===== config.mk =====
export PLATFORM = sky130hd
export DESIGN_NAME = pre_decode_stage
export DESIGN_NICKNAME = d
export VERILOG_FILES = /design/src/verilog/pre_decode_pkg.sv /design/src/verilog/credit_fifo.sv /design/src/verilog/inst_classifier.sv /design/src/verilog/operand_decoder.sv /design/src/verilog/decode_sender.sv /design/src/verilog/pre_decode_stage.sv
export VERILOG_INCLUDE_DIRS = /design/src /design/src/verilog
export SDC_FILE = /design/constraint.sdc
export NUM_CORES = 1
export LEC_CHECK = 0
export BUFFER_PORTS_ARGS = -buffer_cell sky130_fd_sc_hd__buf_2
export CORE_ASPECT_RATIO = 1.5
export CORE_MARGIN = 4
export CORE_UTILIZATION = 52
export DETAILED_ROUTE_END_ITERATION = 6
export PLACE_DENSITY = 0.74
export SYNTH_ARGS = -nofsm -noshare
export SYNTH_HDL_FRONTEND = slang
export SYNTH_SLANG_ARGS = --single-unit

===== constraint.sdc =====
create_clock -name clk -period 5.6 [get_ports clk]
set_clock_uncertainty 0.05 [all_clocks]
set_input_delay 1.12 -clock clk [delete_from_list [all_inputs] [get_ports clk]]
set_output_delay 1.12 -clock clk [all_outputs]
set_load 0.02 [all_outputs]

===== src/verilog/pre_decode_settings.svh =====
`ifndef PRE_DECODE_SETTINGS_SVH
`define PRE_DECODE_SETTINGS_SVH

//////////////////////////////////////////////////////////////////////
// datapath widths

// data and pc width
`define IPD_XLEN 32

// register number width
`define IPD_REG_ADDR_W 5

//////////////////////////////////////////////////////////////////////
// buffering and flow control

// fetch buffer entries, also the upstream credits after reset
`define IPD_IN_DEPTH 4

// sender buffer entries
`define IPD_OUT_DEPTH 2

// downstream credits after reset
`define IPD_MAX_CREDITS 3

//////////////////////////////////////////////////////////////////////
// architectural constants

// link register written by bl
`define IPD_LINK_REG 1

`endif


===== src/verilog/pre_decode_pkg.sv =====
`include "pre_decode_settings.svh"

package pre_decode_pkg;

    //////////////////////////////////////////////////////////////////////
    // instruction kinds

    // one code per supported instruction, invalid is zero
    typedef enum logic [5:0] {
        kind_invalid,
        // arithmetic and logic
        kind_add_w, kind_addi_w, kind_sub_w,
        kind_and, kind_andi, kind_or, kind_ori,
        kind_nor, kind_xor, kind_xori,
        // shifts
        kind_sll_w, kind_slli_w, kind_srl_w, kind_srli_w,
        kind_sra_w, kind_srai_w,
        // upper immediate
        kind_lu12i_w, kind_pcaddu12i,
        // set less than
        kind_slt, kind_slti, kind_sltu, kind_sltui,
        // branches and jumps
        kind_jirl, kind_b, kind_bl,
        kind_beq, kind_bne, kind_blt, kind_bge, kind_bltu, kind_bgeu,
        // memory
        kind_ld_b, kind_ld_h, kind_ld_w, kind_ld_bu, kind_ld_hu,
        kind_st_b, kind_st_h, kind_st_w
    } inst_kind_e;

    //////////////////////////////////////////////////////////////////////
    // execute and operand controls

    typedef enum logic [3:0] {
        alu_none,
        alu_add, alu_sub, alu_slt, alu_sltu,
        alu_and, alu_or, alu_nor, alu_xor,
        alu_sll, alu_srl, alu_sra, alu_lui
    } alu_op_e;

    typedef enum logic [1:0] {
        src1_zero,
        src1_reg,
        src1_pc
    } src1_sel_e;

    typedef enum logic [1:0] {
        src2_zero,
        src2_reg,
        src2_imm,
        src2_four
    } src2_sel_e;

    //////////////////////////////////////////////////////////////////////
    // memory and write-back controls

    typedef enum logic [1:0] {
        width_word,
        width_half,
        width_byte
    } mem_width_e;

    typedef struct packed {
        logic       en;
        logic       write;
        // loads only, sign extension when low
        logic       zero_extend;
        mem_width_e width;
    } mem_ctrl_t;

    // stage where the result can first be forwarded
    typedef enum logic [1:0] {
        stage_none,
        stage_exe,
        stage_mem
    } result_stage_e;

    //////////////////////////////////////////////////////////////////////
    // link payloads

    typedef struct packed {
        logic [`IPD_XLEN-1:0] pc;
        logic [`IPD_XLEN-1:0] inst;
    } fetch_word_t;

    typedef struct packed {
        logic [`IPD_XLEN-1:0]       pc;
        inst_kind_e                 kind;
        logic [`IPD_REG_ADDR_W-1:0] rf_r_addr1;
        logic [`IPD_REG_ADDR_W-1:0] rf_r_addr2;
        logic [`IPD_REG_ADDR_W-1:0] rf_w_addr;
        logic                       rf_w_en;
        logic [`IPD_XLEN-1:0]       immediate;
        alu_op_e                    alu_op;
        src1_sel_e                  src1_sel;
        src2_sel_e                  src2_sel;
        mem_ctrl_t                  mem_ctrl;
        logic                       wb_from_mem;
        result_stage_e              result_stage;
    } decoded_t;

endpackage


===== src/verilog/credit_fifo.sv =====
`timescale 1ns/1ps

module credit_fifo #(
    parameter type payload_t = logic,
    parameter int  DEPTH     = 4
) (
    input  logic     clk,
    input  logic     reset,
    input  logic     push,
    input  payload_t push_data,
    input  logic     pop,
    output payload_t head,
    output logic     empty,
    output logic     full
);

    localparam int PTR_W = (DEPTH > 1) ? $clog2(DEPTH) : 1;
    localparam int CNT_W = $clog2(DEPTH + 1);

    payload_t         mem [DEPTH];
    logic [PTR_W-1:0] wr_ptr;
    logic [PTR_W-1:0] rd_ptr;
    logic [CNT_W-1:0] count;
    logic             do_push;
    logic             do_pop;

    // requests past the limits are dropped
    assign do_push = push && !full;
    assign do_pop  = pop && !empty;

    assign empty = (count == '0);
    assign full  = (count == CNT_W'(DEPTH));
    assign head  = mem[rd_ptr];

    always_ff @(posedge clk)
    begin
        if (do_push)
            mem[wr_ptr] <= push_data;
    end

    // pointers wrap at DEPTH, not at a power of two
    always_ff @(posedge clk)
    begin
        if (reset)
        begin
            wr_ptr <= '0;
            rd_ptr <= '0;
            count  <= '0;
        end
        else
        begin
            if (do_push)
                wr_ptr <= (wr_ptr == PTR_W'(DEPTH - 1)) ? '0 : wr_ptr + 1'b1;
            if (do_pop)
                rd_ptr <= (rd_ptr == PTR_W'(DEPTH - 1)) ? '0 : rd_ptr + 1'b1;
            if (do_push && !do_pop)
                count <= count + 1'b1;
            else if (do_pop && !do_push)
                count <= count - 1'b1;
        end
    end

endmodule


===== src/verilog/inst_classifier.sv =====
`timescale 1ns/1ps
`include "pre_decode_settings.svh"

module inst_classifier (
    input  logic [`IPD_XLEN-1:0]     inst,
    output pre_decode_pkg::inst_kind_e kind
);

    import pre_decode_pkg::*;

    logic [16:0] op17;
    logic [9:0]  op10;
    logic [6:0]  op7;
    logic [5:0]  op6;

    assign op17 = inst[31:15];
    assign op10 = inst[31:22];
    assign op7  = inst[31:25];
    assign op6  = inst[31:26];

    // the four opcode spaces do not overlap for the kept set,
    // so at most one case below matches
    always_comb
    begin
        kind = kind_invalid;

        //////////////////////////////////////////////////////////////////
        // three-register and 5-bit shift forms
        case (op17)
            17'h00020: kind = kind_add_w;
            17'h00022: kind = kind_sub_w;
            17'h00024: kind = kind_slt;
            17'h00025: kind = kind_sltu;
            17'h00028: kind = kind_nor;
            17'h00029: kind = kind_and;
            17'h0002a: kind = kind_or;
            17'h0002b: kind = kind_xor;
            17'h0002e: kind = kind_sll_w;
            17'h0002f: kind = kind_srl_w;
            17'h00030: kind = kind_sra_w;
            17'h00081: kind = kind_slli_w;
            17'h00089: kind = kind_srli_w;
            17'h00091: kind = kind_srai_w;
            // mul, div and mod fall through to invalid
            default: ;
        endcase

        //////////////////////////////////////////////////////////////////
        // 12-bit immediate forms and memory access
        case (op10)
            10'h008: kind = kind_slti;
            10'h009: kind = kind_sltui;
            10'h00a: kind = kind_addi_w;
            10'h00d: kind = kind_andi;
            10'h00e: kind = kind_ori;
            10'h00f: kind = kind_xori;
            10'h0a0: kind = kind_ld_b;
            10'h0a1: kind = kind_ld_h;
            10'h0a2: kind = kind_ld_w;
            10'h0a4: kind = kind_st_b;
            10'h0a5: kind = kind_st_h;
            10'h0a6: kind = kind_st_w;
            10'h0a8: kind = kind_ld_bu;
            10'h0a9: kind = kind_ld_hu;
            default: ;
        endcase

        //////////////////////////////////////////////////////////////////
        // 20-bit upper immediate
        case (op7)
            7'h0a:   kind = kind_lu12i_w;
            7'h0e:   kind = kind_pcaddu12i;
            default: ;
        endcase

        //////////////////////////////////////////////////////////////////
        // branches and jumps
        case (op6)
            6'h13:   kind = kind_jirl;
            6'h14:   kind = kind_b;
            6'h15:   kind = kind_bl;
            6'h16:   kind = kind_beq;
            6'h17:   kind = kind_bne;
            6'h18:   kind = kind_blt;
            6'h19:   kind = kind_bge;
            6'h1a:   kind = kind_bltu;
            6'h1b:   kind = kind_bgeu;
            default: ;
        endcase
    end

endmodule


===== src/verilog/operand_decoder.sv =====
`timescale 1ns/1ps
`include "pre_decode_settings.svh"

module operand_decoder (
    input  pre_decode_pkg::fetch_word_t word,
    input  pre_decode_pkg::inst_kind_e  kind,
    output pre_decode_pkg::decoded_t    decoded
);

    import pre_decode_pkg::*;

    // encoding format that picks fields and immediate layout
    typedef enum logic [3:0] {
        fmt_none, fmt_3r, fmt_si12, fmt_ui12, fmt_ui5, fmt_u20,
        fmt_jirl, fmt_br, fmt_b, fmt_bl, fmt_load, fmt_store
    } fmt_e;

    fmt_e                       fmt;
    alu_op_e                    alu;
    mem_width_e                 acc_width;
    src1_sel_e                  src1;
    src2_sel_e                  src2;
    logic [`IPD_XLEN-1:0]       inst;
    logic [`IPD_XLEN-1:0]       imm;
    logic [`IPD_REG_ADDR_W-1:0] rj;
    logic [`IPD_REG_ADDR_W-1:0] rk;
    logic [`IPD_REG_ADDR_W-1:0] rd;
    logic                       reads_rj;
    logic                       reads_rk;
    logic                       reads_rd;
    logic                       writes_rd;
    logic                       writes_link;
    logic                       is_load;
    logic                       is_store;

    assign inst = word.inst;
    assign rk   = inst[14:10];
    assign rj   = inst[9:5];
    assign rd   = inst[4:0];

    //////////////////////////////////////////////////////////////////////
    // kind to format, alu operation and access width

    always_comb
    begin
        case (kind)
            kind_add_w, kind_sub_w, kind_and, kind_or, kind_nor, kind_xor,
            kind_sll_w, kind_srl_w, kind_sra_w, kind_slt, kind_sltu:
                fmt = fmt_3r;
            kind_addi_w, kind_slti, kind_sltui:
                fmt = fmt_si12;
            kind_andi, kind_ori, kind_xori:
                fmt = fmt_ui12;
            kind_slli_w, kind_srli_w, kind_srai_w:
                fmt = fmt_ui5;
            kind_lu12i_w, kind_pcaddu12i:
                fmt = fmt_u20;
            kind_beq, kind_bne, kind_blt, kind_bge, kind_bltu, kind_bgeu:
                fmt = fmt_br;
            kind_ld_b, kind_ld_h, kind_ld_w, kind_ld_bu, kind_ld_hu:
                fmt = fmt_load;
            kind_st_b, kind_st_h, kind_st_w:
                fmt = fmt_store;
            kind_jirl: fmt = fmt_jirl;
            kind_b:    fmt = fmt_b;
            kind_bl:   fmt = fmt_bl;
            default:   fmt = fmt_none;
        endcase
    end

    always_comb
    begin
        case (kind)
            kind_sub_w:               alu = alu_sub;
            kind_slt, kind_slti:      alu = alu_slt;
            kind_sltu, kind_sltui:    alu = alu_sltu;
            kind_and, kind_andi:      alu = alu_and;
            kind_or, kind_ori:        alu = alu_or;
            kind_nor:                 alu = alu_nor;
            kind_xor, kind_xori:      alu = alu_xor;
            kind_sll_w, kind_slli_w:  alu = alu_sll;
            kind_srl_w, kind_srli_w:  alu = alu_srl;
            kind_sra_w, kind_srai_w:  alu = alu_sra;
            kind_lu12i_w:             alu = alu_lui;
            // address and link arithmetic
            kind_add_w, kind_addi_w, kind_jirl, kind_bl, kind_pcaddu12i:
                alu = alu_add;
            default:
                alu = (fmt == fmt_load || fmt == fmt_store) ? alu_add : alu_none;
        endcase
    end

    always_comb
    begin
        case (kind)
            kind_ld_h, kind_ld_hu, kind_st_h: acc_width = width_half;
            kind_ld_b, kind_ld_bu, kind_st_b: acc_width = width_byte;
            default:                          acc_width = width_word;
        endcase
    end

    //////////////////////////////////////////////////////////////////////
    // register usage

    assign is_load     = (fmt == fmt_load);
    assign is_store    = (fmt == fmt_store);
    assign reads_rj    = fmt inside {fmt_3r, fmt_si12, fmt_ui12, fmt_ui5,
                                     fmt_jirl, fmt_br, fmt_load, fmt_store};
    assign reads_rk    = (fmt == fmt_3r);
    // branches compare rj with rd and stores take their data from rd
    assign reads_rd    = fmt inside {fmt_br, fmt_store};
    assign writes_rd   = fmt inside {fmt_3r, fmt_si12, fmt_ui12, fmt_ui5,
                                     fmt_u20, fmt_jirl, fmt_load};
    assign writes_link = (fmt == fmt_bl);

    //////////////////////////////////////////////////////////////////////
    // immediate and operand sources

    always_comb
    begin
        case (fmt)
            fmt_si12, fmt_load, fmt_store:
                imm = `IPD_XLEN'($signed(inst[21:10]));
            fmt_ui12: imm = `IPD_XLEN'(inst[21:10]);
            fmt_ui5:  imm = `IPD_XLEN'(inst[14:10]);
            fmt_u20:  imm = `IPD_XLEN'({inst[24:5], 12'h000});
            fmt_jirl, fmt_br:
                imm = `IPD_XLEN'($signed({inst[25:10], 2'b00}));
            // offs26 is split with its high part in the low bits
            fmt_b, fmt_bl:
                imm = `IPD_XLEN'($signed({inst[9:0], inst[25:10], 2'b00}));
            default:  imm = '0;
        endcase
    end

    always_comb
    begin
        if (kind == kind_pcaddu12i || writes_link)
            src1 = src1_pc;
        else if (reads_rj)
            src1 = src1_reg;
        else
            src1 = src1_zero;
    end

    always_comb
    begin
        case (fmt)
            fmt_3r, fmt_br:   src2 = src2_reg;
            fmt_bl:           src2 = src2_four;
            fmt_si12, fmt_ui12, fmt_ui5, fmt_u20, fmt_jirl, fmt_load, fmt_store:
                src2 = src2_imm;
            default:          src2 = src2_zero;
        endcase
    end

    //////////////////////////////////////////////////////////////////////
    // record assembly

    always_comb
    begin
        decoded.pc         = word.pc;
        decoded.kind       = kind;
        decoded.rf_r_addr1 = reads_rj ? rj : '0;
        decoded.rf_r_addr2 = reads_rk ? rk : (reads_rd ? rd : '0);
        if (writes_rd)
            decoded.rf_w_addr = rd;
        else if (writes_link)
            decoded.rf_w_addr = `IPD_REG_ADDR_W'(`IPD_LINK_REG);
        else
            decoded.rf_w_addr = '0;
        decoded.rf_w_en              = writes_rd || writes_link;
        decoded.immediate            = imm;
        decoded.alu_op               = alu;
        decoded.src1_sel             = src1;
        decoded.src2_sel             = src2;
        decoded.mem_ctrl.en          = is_load || is_store;
        decoded.mem_ctrl.write       = is_store;
        decoded.mem_ctrl.zero_extend = (kind == kind_ld_bu) || (kind == kind_ld_hu);
        decoded.mem_ctrl.width       = acc_width;
        decoded.wb_from_mem          = is_load;
        if (is_load)
            decoded.result_stage = stage_mem;
        else if (writes_rd || writes_link)
            decoded.result_stage = stage_exe;
        else
            decoded.result_stage = stage_none;
    end

endmodule


===== src/verilog/decode_sender.sv =====
`timescale 1ns/1ps
`include "pre_decode_settings.svh"

module decode_sender (
    input  logic                     clk,
    input  logic                     reset,
    input  logic                     push,
    input  pre_decode_pkg::decoded_t push_data,
    output logic                     space,
    output logic                     id_valid,
    output pre_decode_pkg::decoded_t id_data,
    input  logic                     id_credit
);

    import pre_decode_pkg::*;

    localparam int CREDIT_W = $clog2(`IPD_MAX_CREDITS + 1);

    logic                empty;
    logic                full;
    logic [CREDIT_W-1:0] credits;

    //////////////////////////////////////////////////////////////////////
    // output buffer

    credit_fifo #(
        .payload_t (decoded_t),
        .DEPTH     (`IPD_OUT_DEPTH)
    ) out_fifo (
        .clk       (clk),
        .reset     (reset),
        .push      (push),
        .push_data (push_data),
        .pop       (id_valid),
        .head      (id_data),
        .empty     (empty),
        .full      (full)
    );

    assign space = !full;

    // head leaves as soon as a credit is held
    assign id_valid = !empty && (credits != '0);

    //////////////////////////////////////////////////////////////////////
    // downstream credit counter

    always_ff @(posedge clk)
    begin
        if (reset)
            credits <= CREDIT_W'(`IPD_MAX_CREDITS);
        else
        begin
            case ({id_valid, id_credit})
                2'b10:   credits <= credits - 1'b1;
                2'b01:   credits <= credits + 1'b1;
                // send and return in one cycle cancel
                default: credits <= credits;
            endcase
        end
    end

endmodule


===== src/verilog/pre_decode_stage.sv =====
`timescale 1ns/1ps
`include "pre_decode_settings.svh"

module pre_decode_stage (
    input  logic                        clk,
    input  logic                        reset,
    input  logic                        fetch_valid,
    input  pre_decode_pkg::fetch_word_t fetch_data,
    output logic                        fetch_credit,
    output logic                        id_valid,
    output pre_decode_pkg::decoded_t    id_data,
    input  logic                        id_credit
);

    import pre_decode_pkg::*;

    fetch_word_t fetch_head;
    logic        fetch_empty;
    logic        sender_space;
    logic        pop;
    inst_kind_e  head_kind;
    decoded_t    head_decoded;

    //////////////////////////////////////////////////////////////////////
    // input side

    // upstream spends a credit per word, so the buffer never overflows
    credit_fifo #(
        .payload_t (fetch_word_t),
        .DEPTH     (`IPD_IN_DEPTH)
    ) fetch_fifo (
        .clk       (clk),
        .reset     (reset),
        .push      (fetch_valid),
        .push_data (fetch_data),
        .pop       (pop),
        .head      (fetch_head),
        .empty     (fetch_empty),
        .full      ()
    );

    // each pop frees one entry, returned upstream as a credit
    assign pop          = !fetch_empty && sender_space;
    assign fetch_credit = pop;

    //////////////////////////////////////////////////////////////////////
    // decode of the buffer head

    inst_classifier classifier (
        .inst (fetch_head.inst),
        .kind (head_kind)
    );

    operand_decoder decoder (
        .word    (fetch_head),
        .kind    (head_kind),
        .decoded (head_decoded)
    );

    //////////////////////////////////////////////////////////////////////
    // output side

    decode_sender sender (
        .clk       (clk),
        .reset     (reset),
        .push      (pop),
        .push_data (head_decoded),
        .space     (sender_space),
        .id_valid  (id_valid),
        .id_data   (id_data),
        .id_credit (id_credit)
    );

endmodule


Word-level counts from Yosys, hierarchy flattened:

Memories as Yosys holds them, arrays and structs flattened. A register that Yosys moved wholly into a read port is not among the register bits.
Index checks and enable logic that the tools add are counted.

* add/sub/neg operators: 10
* equal/unequal tests: 86
* muxes and demuxes: 34
* reduce and logical (&&, ||, !) cells: 45

Operators by type and width (count)
* one-hot mux 32 bit (6 select lines): 1
* equality test 17 x 6 -> 1 bit (second input constant): 11
* equality test 6 x 5 -> 1 bit (second input constant): 18
* one-hot mux 6 bit (14 select lines): 1
* equality test 10 x 8 -> 1 bit (second input constant): 8
* one-hot mux 5 bit (14 select lines): 1
* equality test 10 x 4 -> 1 bit (second input constant): 6
* one-hot mux 6 bit (9 select lines): 1
* equality test 17 x 8 -> 1 bit (second input constant): 3
* equality test 6 x 4 -> 1 bit (second input constant): 8
* one-hot mux 4 bit (12 select lines): 1
* equality test 6 bit (second input constant): 6
* equality test 6 x 3 -> 1 bit (second input constant): 4
* 2-to-1 mux 5 bit: 4
* OR reduction 2 bit: 10
* equality test 4 x 3 -> 1 bit (second input constant): 4
* equality test 4 bit (second input constant): 4
* 2-to-1 mux 2 bit: 8
* equality test 7 x 4 -> 1 bit (second input constant): 2
* equality test 6 x 2 -> 1 bit (second input constant): 2
* 2-to-1 mux 1 bit: 12
* one-hot mux 6 bit (2 select lines): 1
* logical AND 1 bit: 10
* nonzero test 2 bit: 5
* other kinds (21): 44

* bits in registers: 13
* RAM bits: 460
* bits in read-only memories: 288
* input bits: 68
* output and inout bits: 104
* logic and storage cells: 186
* memories kept: 4

Memory list
* (no name shown): words 64, bits a word 4, read ports 1, clocked after Yosys merged registers in 0, write ports 0, line operand_decoder.sv:46 `case (kind)`
* fetch_fifo.mem: words 4, bits a word 64, read ports 1, clocked after Yosys merged registers in 1, write ports 1, line credit_fifo.sv:20 `payload_t mem [DEPTH];`
* sender.out_fifo.mem: words 2, bits a word 102, read ports 1, clocked after Yosys merged registers in 1, write ports 1, line credit_fifo.sv:20
* (no name shown): words 16, bits a word 2, read ports 1, clocked after Yosys merged registers in 0, write ports 0, line operand_decoder.sv:148 `case (fmt)`

Logic depth before layout (Yosys ltp):

Gate-level depths: netlist of run 1.
An unclocked memory read counts as a cell.

* word-level depth: 11
* depth in mapped cells: 16
* mapped depth without buffers: 11

Modules after synthesis:

From an unflattened synthesis of run 1, not the netlist that was laid out.

* cell total of the unflattened synthesis: 1124
* area, all modules: 19836.5 µm²

Modules (own cells, without submodules)
* credit_fifo at fetch_fifo: instances 1, cells an instance 384, area each 9733.1 µm², sequential area each 7867.5 µm²
* credit_fifo at sender.out_fifo: instances 1, cells an instance 342, area each 7599.8 µm², sequential area each 6226.0 µm²
* operand_decoder: instances 1, cells an instance 277, area each 1651.6 µm², sequential area each 0.0 µm²
* inst_classifier: instances 1, cells an instance 107, area each 725.7 µm², sequential area each 0.0 µm²
* decode_sender: instances 1, cells an instance 13, area each 112.6 µm², sequential area each 40.0 µm²
* pre_decode_stage: instances 1, cells an instance 1, area each 13.8 µm², sequential area each 0.0 µm²

Worst setup path after synthesis of run 1:

Ideal clock, no wire load.

* path kind: register -> register
* from: register fetch_fifo.count[0]
* to: memory sender.out_fifo.mem[0][0] in the netlist's numbering, enable pin
* library setup time: 0.562 ns
* arrival time: 4.849 ns
* path slack: 0.139 ns
* cell stages (with the launch flop): 3
* path buffers: 0
* path through: dfxtp_1 o32ai_1 nor2_1

* word-level cells in the longest chain between the ends: 6

Ends and longest elaborated chain
* start: declaration: line credit_fifo.sv:23 `logic [CNT_W-1:0] count;`
* start signal: assignment: line credit_fifo.sv:57 `count <= count + 1'b1;`
* start signal: assignment: line credit_fifo.sv:59 `count <= count - 1'b1;`
* zero test 3 bit: line credit_fifo.sv:31 `assign empty = (count == '0);`
* zero test 1 bit: line pre_decode_stage.sv:43 `assign pop = !fetch_empty && sender_space;`
* logical AND 1 bit: line pre_decode_stage.sv:43
* logical AND 1 bit: line credit_fifo.sv:28 `assign do_push = push && !full;`
* 2-to-1 mux 1 bit: line credit_fifo.sv:37 `if (do_push)`
* 2-to-1 mux 1 bit (not written as such): line credit_fifo.sv:38 `mem[wr_ptr] <= push_data;`
* end: declaration: line credit_fifo.sv:20

Every way passes these cells.

==> metrics.md, run 1 <==
| Metric | Value |
|---|---|
| WP data required | `5.81 ns` |
| Post-synth ARST share | `0%` |
| # rows | `85` |
| Avg WL per Cell | `22.8 µm` |
| Most common library cells after synthesis | `edfxtp_1, mux2_2, mux4_2` |
| CTS root buf | `clkbuf_16` |
| Synth top area share | `71.9%` |
| Max FO, Critical Path | `27` |
| Worst skew pair latency | `0.55 ns` |
| Critical Path Start Type | `register` |
| Clk pwr share | `22.3%` |
| CTS H-tree depth | `2` |
| R2R depth | `12` |
| Final hold violations | `0` |
| Routed via count | `9,841` |
| Crit path capture type | `register` |
| Area leader, netlist | `edfxtp_1` |
| #FFs+latches synth | `474` |
| EDFF count, synth | `458` |
| Post-DP HPWL | `25,500 µm` |
| CTS tree | `built` |
| Slew Limit Headroom | `21.5%` |
| Post-DRT Antenna Nets | `0` |
| DRT Pass-1 Iters | `5` |
| Syn_nets | `1,095` |
| Die Width | `165 µm` |
| Finished Layout Cells | `1,713` |
| Share of cells above drive strength 1 | `35.7%` |
| Post-DP Area | `0.0205 mm²` |
| CTS clk-pin slew, worst paths | `0.07 ns` |
| Vias in the first global route | `10,300` |
| Post-CTS Setup Bufs | `0` |
| Lkg Pwr | `7.52 nW` |
| Slew Limit Fails | `0` |
| First-pass GRT wire length | `60,000 µm` |
| Slew @ Worst Pin | `1.17 ns` |
| Vias per inst | `5.74` |
| Largest net degree at the start of global routing | `70` |
| DP Worst Slack | `0.733 ns` |
| Port buffer count | `171` |
| Drc violations | `0` |
| Part of the power in registers | `41.5%` |
| Number of distinct library cells after synthesis | `73` |
| Final WL | `39,100 µm` |
| Core Box Area | `0.0362 mm²` |
| Num CTS Buffers | `43` |
| Seq/Total Area, Yosys | `73.5%` |
| CTS Hold Bufs | `0` |
| Final Worst Setup Slack | `0.745 ns` |
| Area growth syn-to-layout | `14.8%` |
| Total track usage | `19.7%` |
| Min Tclk post-route | `4.85 ns` |
| Initial antenna violation count | `10` |
| Met2 Wirelength | `21,600 µm` |
| Number of warnings issued by yosys | `0` |
| Crit path DAT | `5.06 ns` |
| CTS sink cnt | `474` |
| WL met1 | `14,100 µm` |
| Max Cap Viol | `0` |
| Min-delay worst type | `register to register` |
| Comb pwr share | `36.2%` |
| Syn Area/Cell | `18.8 µm²` |
| Total chip power | `13.1 mW` |
| Type of the worst setup path | `register to register` |
| RR Endpoint | `sender.out_fifo.mem[0][0]` |
| Switching pwr | `4.47 mW` |
| Final Net Count | `1,276` |
| PwrDens | `597 mW/mm²` |
| RSZ-0062 raised after global routing | `false` |
| Max VDD drop | `0.352 mV` |
| Die area | `0.0400 mm²` |
| Sw Ratio | `34.1%` |
| Endpoints failing setup | `0` |
| Worst setup path endpoint | `sender.out_fifo.mem[0][0]` |
| Highest routed metal layer | `met5` |
| Count leader, synth | `edfxtp_1` |
| R2R Setup Slk | `0.75 ns` |
| Synthesized cell area | `0.0191 mm²` |
| Final period util | `86.7%` |
| Setup TNS | `0 ns` |
| CTS resizes | `0` |
| Fmax | `206 MHz` |
| Global route overflow | `0` |
| Clock buffer depth | `3` |
| Die Y | `243 µm` |
| GPL Wtd Cong | `0.910` |
| Post-route cell area | `0.0220 mm²` |
| Most used DFF post-synth | `edfxtp_1` |
| Internal | `8.65 mW` |
| Met3 WL post-DR | `1950 µm` |
| Top-Level Pins | `172` |
| Initial drt markers | `604` |
| Post-placement cell count | `1,632` |
| Starting Density | `52.9%` |
| Largest cells by area after synthesis | `edfxtp_1, mux4_2, mux2_2, dfxtp_1, a221o_1` |
| Status | `finished, final reports clean` |
| Cell count after synthesis | `1,018` |
logic make-up (layout without fill, tap and decap cells):
logic type | count (synthesis) | after routing | share of synthesized area (%)
fa+ha+maj | 9 | 9 | 0.628
compound gates | 112 | 112 | 4.66
simple gates | 167 | 167 | 5.08
mux | 168 | 168 | 13.6
xor+xnor | 18 | 18 | 0.824
buf+inv | 70 | 281 | 1.63
flops | 474 | 474 | 73.6
other cells | 0 | 6 | 0
metal layers:
| metal | global-route usage, % | up-vias |
|---|---|---|
| met3 | 3.51 | 81 |
| met2 | 35.8 | 268 |
| met1 | 22.4 | 4989 |
| met4 | 8.57 | 6 |
| met5 | 0 | - |
| li1 | - | 4497 |
power by group through the flow:
stage,Clock [mW],Sequential (mW),Combinational [mW]
after floorplan,0,5.43,3.50
after global placement,0,5.48,4.73
after detailed placement,0,5.53,4.80
after CTS,3.00,5.46,4.82
after global routing,3.16,5.53,5.13
final,2.93,5.44,4.75
state kept, by name, summed over array words and instances, names as in the netlist, named ones only:
signal / flops
fetch_fifo.rd_ptr: 2
fetch_fifo.mem: 256
sender.credits: 2
sender.out_fifo.count: 2
sender.out_fifo.wr_ptr: 1
fetch_fifo.count: 3
sender.out_fifo.mem: 202
fetch_fifo.wr_ptr: 2
sender.out_fifo.rd_ptr: 1
through the flow:
stage / util, % / hold WS (ns)
CTS: 60.7 / 0.459
global route: 60.7 / 0.498
floorplan: - / 0.397
finish: 60.7 / 0.451
detailed placement: 56.8 / 0.439
global placement: 56.8 / 0.415
layout make-up:
type                            count  area (µm²)
Clock inverter                     25         293
Antenna cell                        6        15.0
Clock buffer                       50        1120
Sequential cell                   474       14100
Fill cell                        2665       14200
Multi-Input combinational cell    474        4780
Tap cell                          478         598
Inverter                           19        72.6
Timing Repair Buffer              187        1000
worst max-delay path, cell delays in order (launching register included):
cell and delay (ns):
dfxtp_4 0.68, mux4_2 0.80, a211oi_1 0.34, a211oi_2 0.05
buf_4 0.23, a211oi_1 0.25, and3_1 0.33, clkinv_1 0.34
nor2_1 0.37, a21boi_1 0.15, nand3_2 0.19, nor2b_1 0.56
o32ai_1 0.19
layout by cell type, fill, tap and decap left out, drive strengths merged, types with 15 or more instances in the layout:
cell      n
mux2    101
inv      18
a221o    15
nor2     39
nand2    34
clkbuf   50
dfxtp    16
clkinv   20
edfxtp  458
buf     187
mux4     64
worst min-delay path by stage:
stage	from	end	slack [ns]	depth (start not counted)
3_3_place_gp	fetch_fifo.rd_ptr[1]	register	0.41	2
5_1_grt	fetch_fifo.rd_ptr[1]	register	0.50	2
4_1_cts	fetch_fifo.rd_ptr[1]	register	0.46	2
2_1_floorplan	fetch_fifo.rd_ptr[1]	register	0.40	2
3_5_place_dp	fetch_fifo.rd_ptr[1]	register	0.44	2
6_report	fetch_fifo.rd_ptr[1]	register	0.45	2
Note: power is estimated with default switching activity, not from simulation.
==> run 2: changes to the inputs <==
--- a/config.mk
+++ b/config.mk
@@ -8,10 +8,10 @@
 export LEC_CHECK = 0
 export BUFFER_PORTS_ARGS = -buffer_cell sky130_fd_sc_hd__buf_2
 export CORE_ASPECT_RATIO = 1.5
-export CORE_MARGIN = 4
 export CORE_UTILIZATION = 52
 export DETAILED_ROUTE_END_ITERATION = 6
-export PLACE_DENSITY = 0.74
+export PLACE_DENSITY = 0.71
+export SLEW_MARGIN = 5
 export SYNTH_ARGS = -nofsm -noshare
 export SYNTH_HDL_FRONTEND = slang
 export SYNTH_SLANG_ARGS = --single-unit
==> constraint.sdc (replaced) <==
create_clock -name clk -period 5.3 [get_ports clk]
set_clock_uncertainty 0.05 [all_clocks]
set_input_delay 1.06 -clock clk [delete_from_list [all_inputs] [get_ports clk]]
set_output_delay 1.06 -clock clk [all_outputs]
set_load 0.02 [all_outputs]
==> run 2 against run 1 <==
Net effect:
- core utilization about the same
- combinational power up 5.7%
- register-to-register slack got worse by 0.05 ns
- first-iteration DRC count increased by 1.2%
- via count increased by 0.88%
- largest power group unchanged
- count of clock-buffer cells in the layout is 7 higher
- power up 4.9%
- setup slack lost 0.053 ns
- die area fell by 6.0%
- routed wire length down 2.1%
==> metrics.md, run 2 (synthesis gave the netlist of run 1 again) <==
| Metric | Value |
|---|---|
| Status | `finished, final reports clean` |
| RSZ-0062 raised after global routing | `false` |
| Area growth syn-to-layout | `14.5%` |
| CTS tree | `built` |
| Type of the worst setup path | `register to register` |
| R2R depth | `11 (-1)` |
| PwrDens | `628 mW/mm² (+5.2%)` |
| Die Width | `159 µm (-3.6%)` |
| Avg WL per Cell | `22.4 µm (-2.1%)` |
| Min Tclk post-route | `4.61 ns (-0.247 ns)` |
| Starting Density | `53.1% (+0.16 points)` |
| Slew @ Worst Pin | `1.03 ns (-0.146 ns)` |
| Critical Path Start Type | `register` |
| CTS clk-pin slew, worst paths | `0.06 ns (about the same)` |
| Fin util | `60.8% (about the same)` |
| Slew Limit Fails | `0 (unchanged)` |
| Max reg flops | `256 (unchanged)` |
| Routed via count | `9,928 (+0.88%)` |
| Vias in the first global route | `10,300 (-0.50%)` |
| Num CTS Buffers | `43 (unchanged)` |
| Fmax | `217 MHz (+5.4%)` |
| Min-delay worst type | `register to register` |
| CTS Hold Bufs | `0 (unchanged)` |
| Finished Layout Cells | `1,714 (+0.058%)` |
| Total chip power | `13.8 mW (+4.9%)` |
| CTS sink cnt | `474 (unchanged)` |
| Final period util | `86.9% (+0.24 points)` |
| Post-DP Area | `0.0205 mm² (about the same)` |
| Comb pwr share | `36.5% (+0.3 points)` |
| Final WL | `38,300 µm (-2.1%)` |
| Clock buffer depth | `3 (unchanged)` |
| Initial drt markers | `611 (+1.2%)` |
| Core Box Area | `0.0361 mm² (-0.29%)` |
| # rows | `85 (unchanged)` |
| Drc violations | `0 (unchanged)` |
| Vias per inst | `5.79 (+0.83%)` |
| WP data required | `5.50 ns (-0.31 ns)` |
| Slew Limit Headroom | `31.4% (+9.9 points)` |
| Most frequent cells in the layout | `edfxtp_1, buf_2, mux2_2, mux4_2, clkbuf_16` |
| Top Registers | `fetch_fifo.mem (256), sender.out_fifo.mem (202), fetch_fifo.count (3)` |
| Post-DP HPWL | `24,700 µm (-3.3%)` |
| GPL Wtd Cong | `0.931 (+2.3%)` |
| Global route overflow | `0 (unchanged)` |
| Die area | `0.0376 mm² (-6.0%)` |
| DRT Pass-1 Iters | `5 (unchanged)` |
| Post-route cell area | `0.0219 mm² (-0.23%)` |
| Lkg Pwr | `7.50 nW (-0.21%)` |
| Commonest non-fill, non-tap cell in the layout | `edfxtp_1` |
| Die Y | `237 µm (-2.5%)` |
| Filler cells | `2,626 (-1.5%)` |
| Switching pwr | `4.73 mW (+5.7%)` |
| Worst skew pair latency | `0.55 ns (about the same)` |
| Max FO, Critical Path | `20 (-26%)` |
| Crit path DAT | `4.81 ns (-0.25 ns)` |
| Largest net degree at the start of global routing | `65 (-7.1%)` |
| Port buffer count | `171 (unchanged)` |
| CTS resizes | `0 (unchanged)` |
| CTS H-tree depth | `2 (unchanged)` |
| Post-DRT Antenna Nets | `0 (unchanged)` |
| Max Cap Viol | `0 (unchanged)` |
| Internal | `9.04 mW (+4.5%)` |
| Max VDD drop | `0.337 mV (-4.4%)` |
| Final Net Count | `1,278 (+0.16%)` |
| CTS root buf | `clkbuf_16` |
| Largest reg by FF count | `fetch_fifo.mem` |
| Crit path capture type | `register` |
| First-pass GRT wire length | `58,500 µm (-2.5%)` |
| Share of cells above drive strength 1 | `35.8% (+0.13 points)` |
| Clk pwr share | `21.8% (-0.5 points)` |
| Worst Hold Slack | `0.442 ns (-0.00934 ns)` |
| Sw Ratio | `34.3% (+0.27 points)` |
| Endpoints failing setup | `0 (unchanged)` |
| Final hold violations | `0 (unchanged)` |
| Post-placement cell count | `1,634 (+0.12%)` |
| Initial antenna violation count | `10 (unchanged)` |
| Part of the power in registers | `41.7% (+0.2 points)` |
| Post-CTS Setup Bufs | `0 (unchanged)` |
| Worst Hold Path Cells | `2 (unchanged)` |
| Top-Level Pins | `172 (unchanged)` |
| Total track usage | `21.2% (+1.5 points)` |
run 2: changes by cell type in the layout (fill, tap and decap cells not counted), moves of 3 or more:
cell	previous run	this run
buf_4	14	17
bufinv_16	6	3
diode_2	6	3
clkbuf_1	6	12
clkinv_1	12	7
run 2: path summary, 6_finish.rpt:
path	start	slack, ns	to
max	register	0.69	sender.out_fifo.mem[1][48]
min reg2reg	fetch_fifo.rd_ptr[1]	0.44	register
max reg2reg	register	0.69	sender.out_fifo.mem[1][48]
min	fetch_fifo.rd_ptr[1]	0.44	register
run 2: power by group through the flow:
stage	combinational (mW)	clock, mW	sequential (mW)
after floorplan	3.70	0	5.74
after global placement	5.02	0	5.79
after detailed placement	5.07	0	5.84
after CTS	5.09	3.07	5.76
after global routing	5.43	3.22	5.83
final	5.02	3.01	5.74
run 2: area by class of cell:
cell class                      instances  area [µm²]  share of cell area, %
Antenna cell                            3        7.51                 0.0343
Clock buffer                           57        1170                   5.34
Clock inverter                         20         198                  0.902
Inverter                               19        72.6                  0.331
Multi-Input combinational cell        474        4780                   21.8
Sequential cell                       474       14100                   64.3
Tap cell                              478         598                   2.73
Timing Repair Buffer                  189        1000                   4.58
run 2: per-stage QoR:
stage | setup WS, ns | setup TNS, ns
floorplan | -0.161 | -32.52
global placement | 0.734 | 0
detailed placement | 0.730 | 0
CTS | 0.715 | 0
global route | 0.446 | 0
finish | 0.692 | 0
run 2: critical path, cell delays in order, from the launching register on:
cell and delay (ns):
dfxtp_4 0.58, mux4_2 0.71, or4_4 0.59, nor3_1 0.45, nand2_1 0.11, and3_1 0.25, clkinv_1 0.20, nor2_1 0.13
a21boi_1 0.25, nand3_2 0.24, nor3_2 0.55, o31ai_1 0.20
run 2: metal layers:
layer / up-vias / GRT usage [%] / part of all wire, %
met5: - / 0 / 0.20
met1: 5046 / 24.1 / 36
met2: 290 / 39.0 / 55
li1: 4494 / - / -
met3: 86 / 4.19 / 5.2
met4: 12 / 7.46 / 3.0
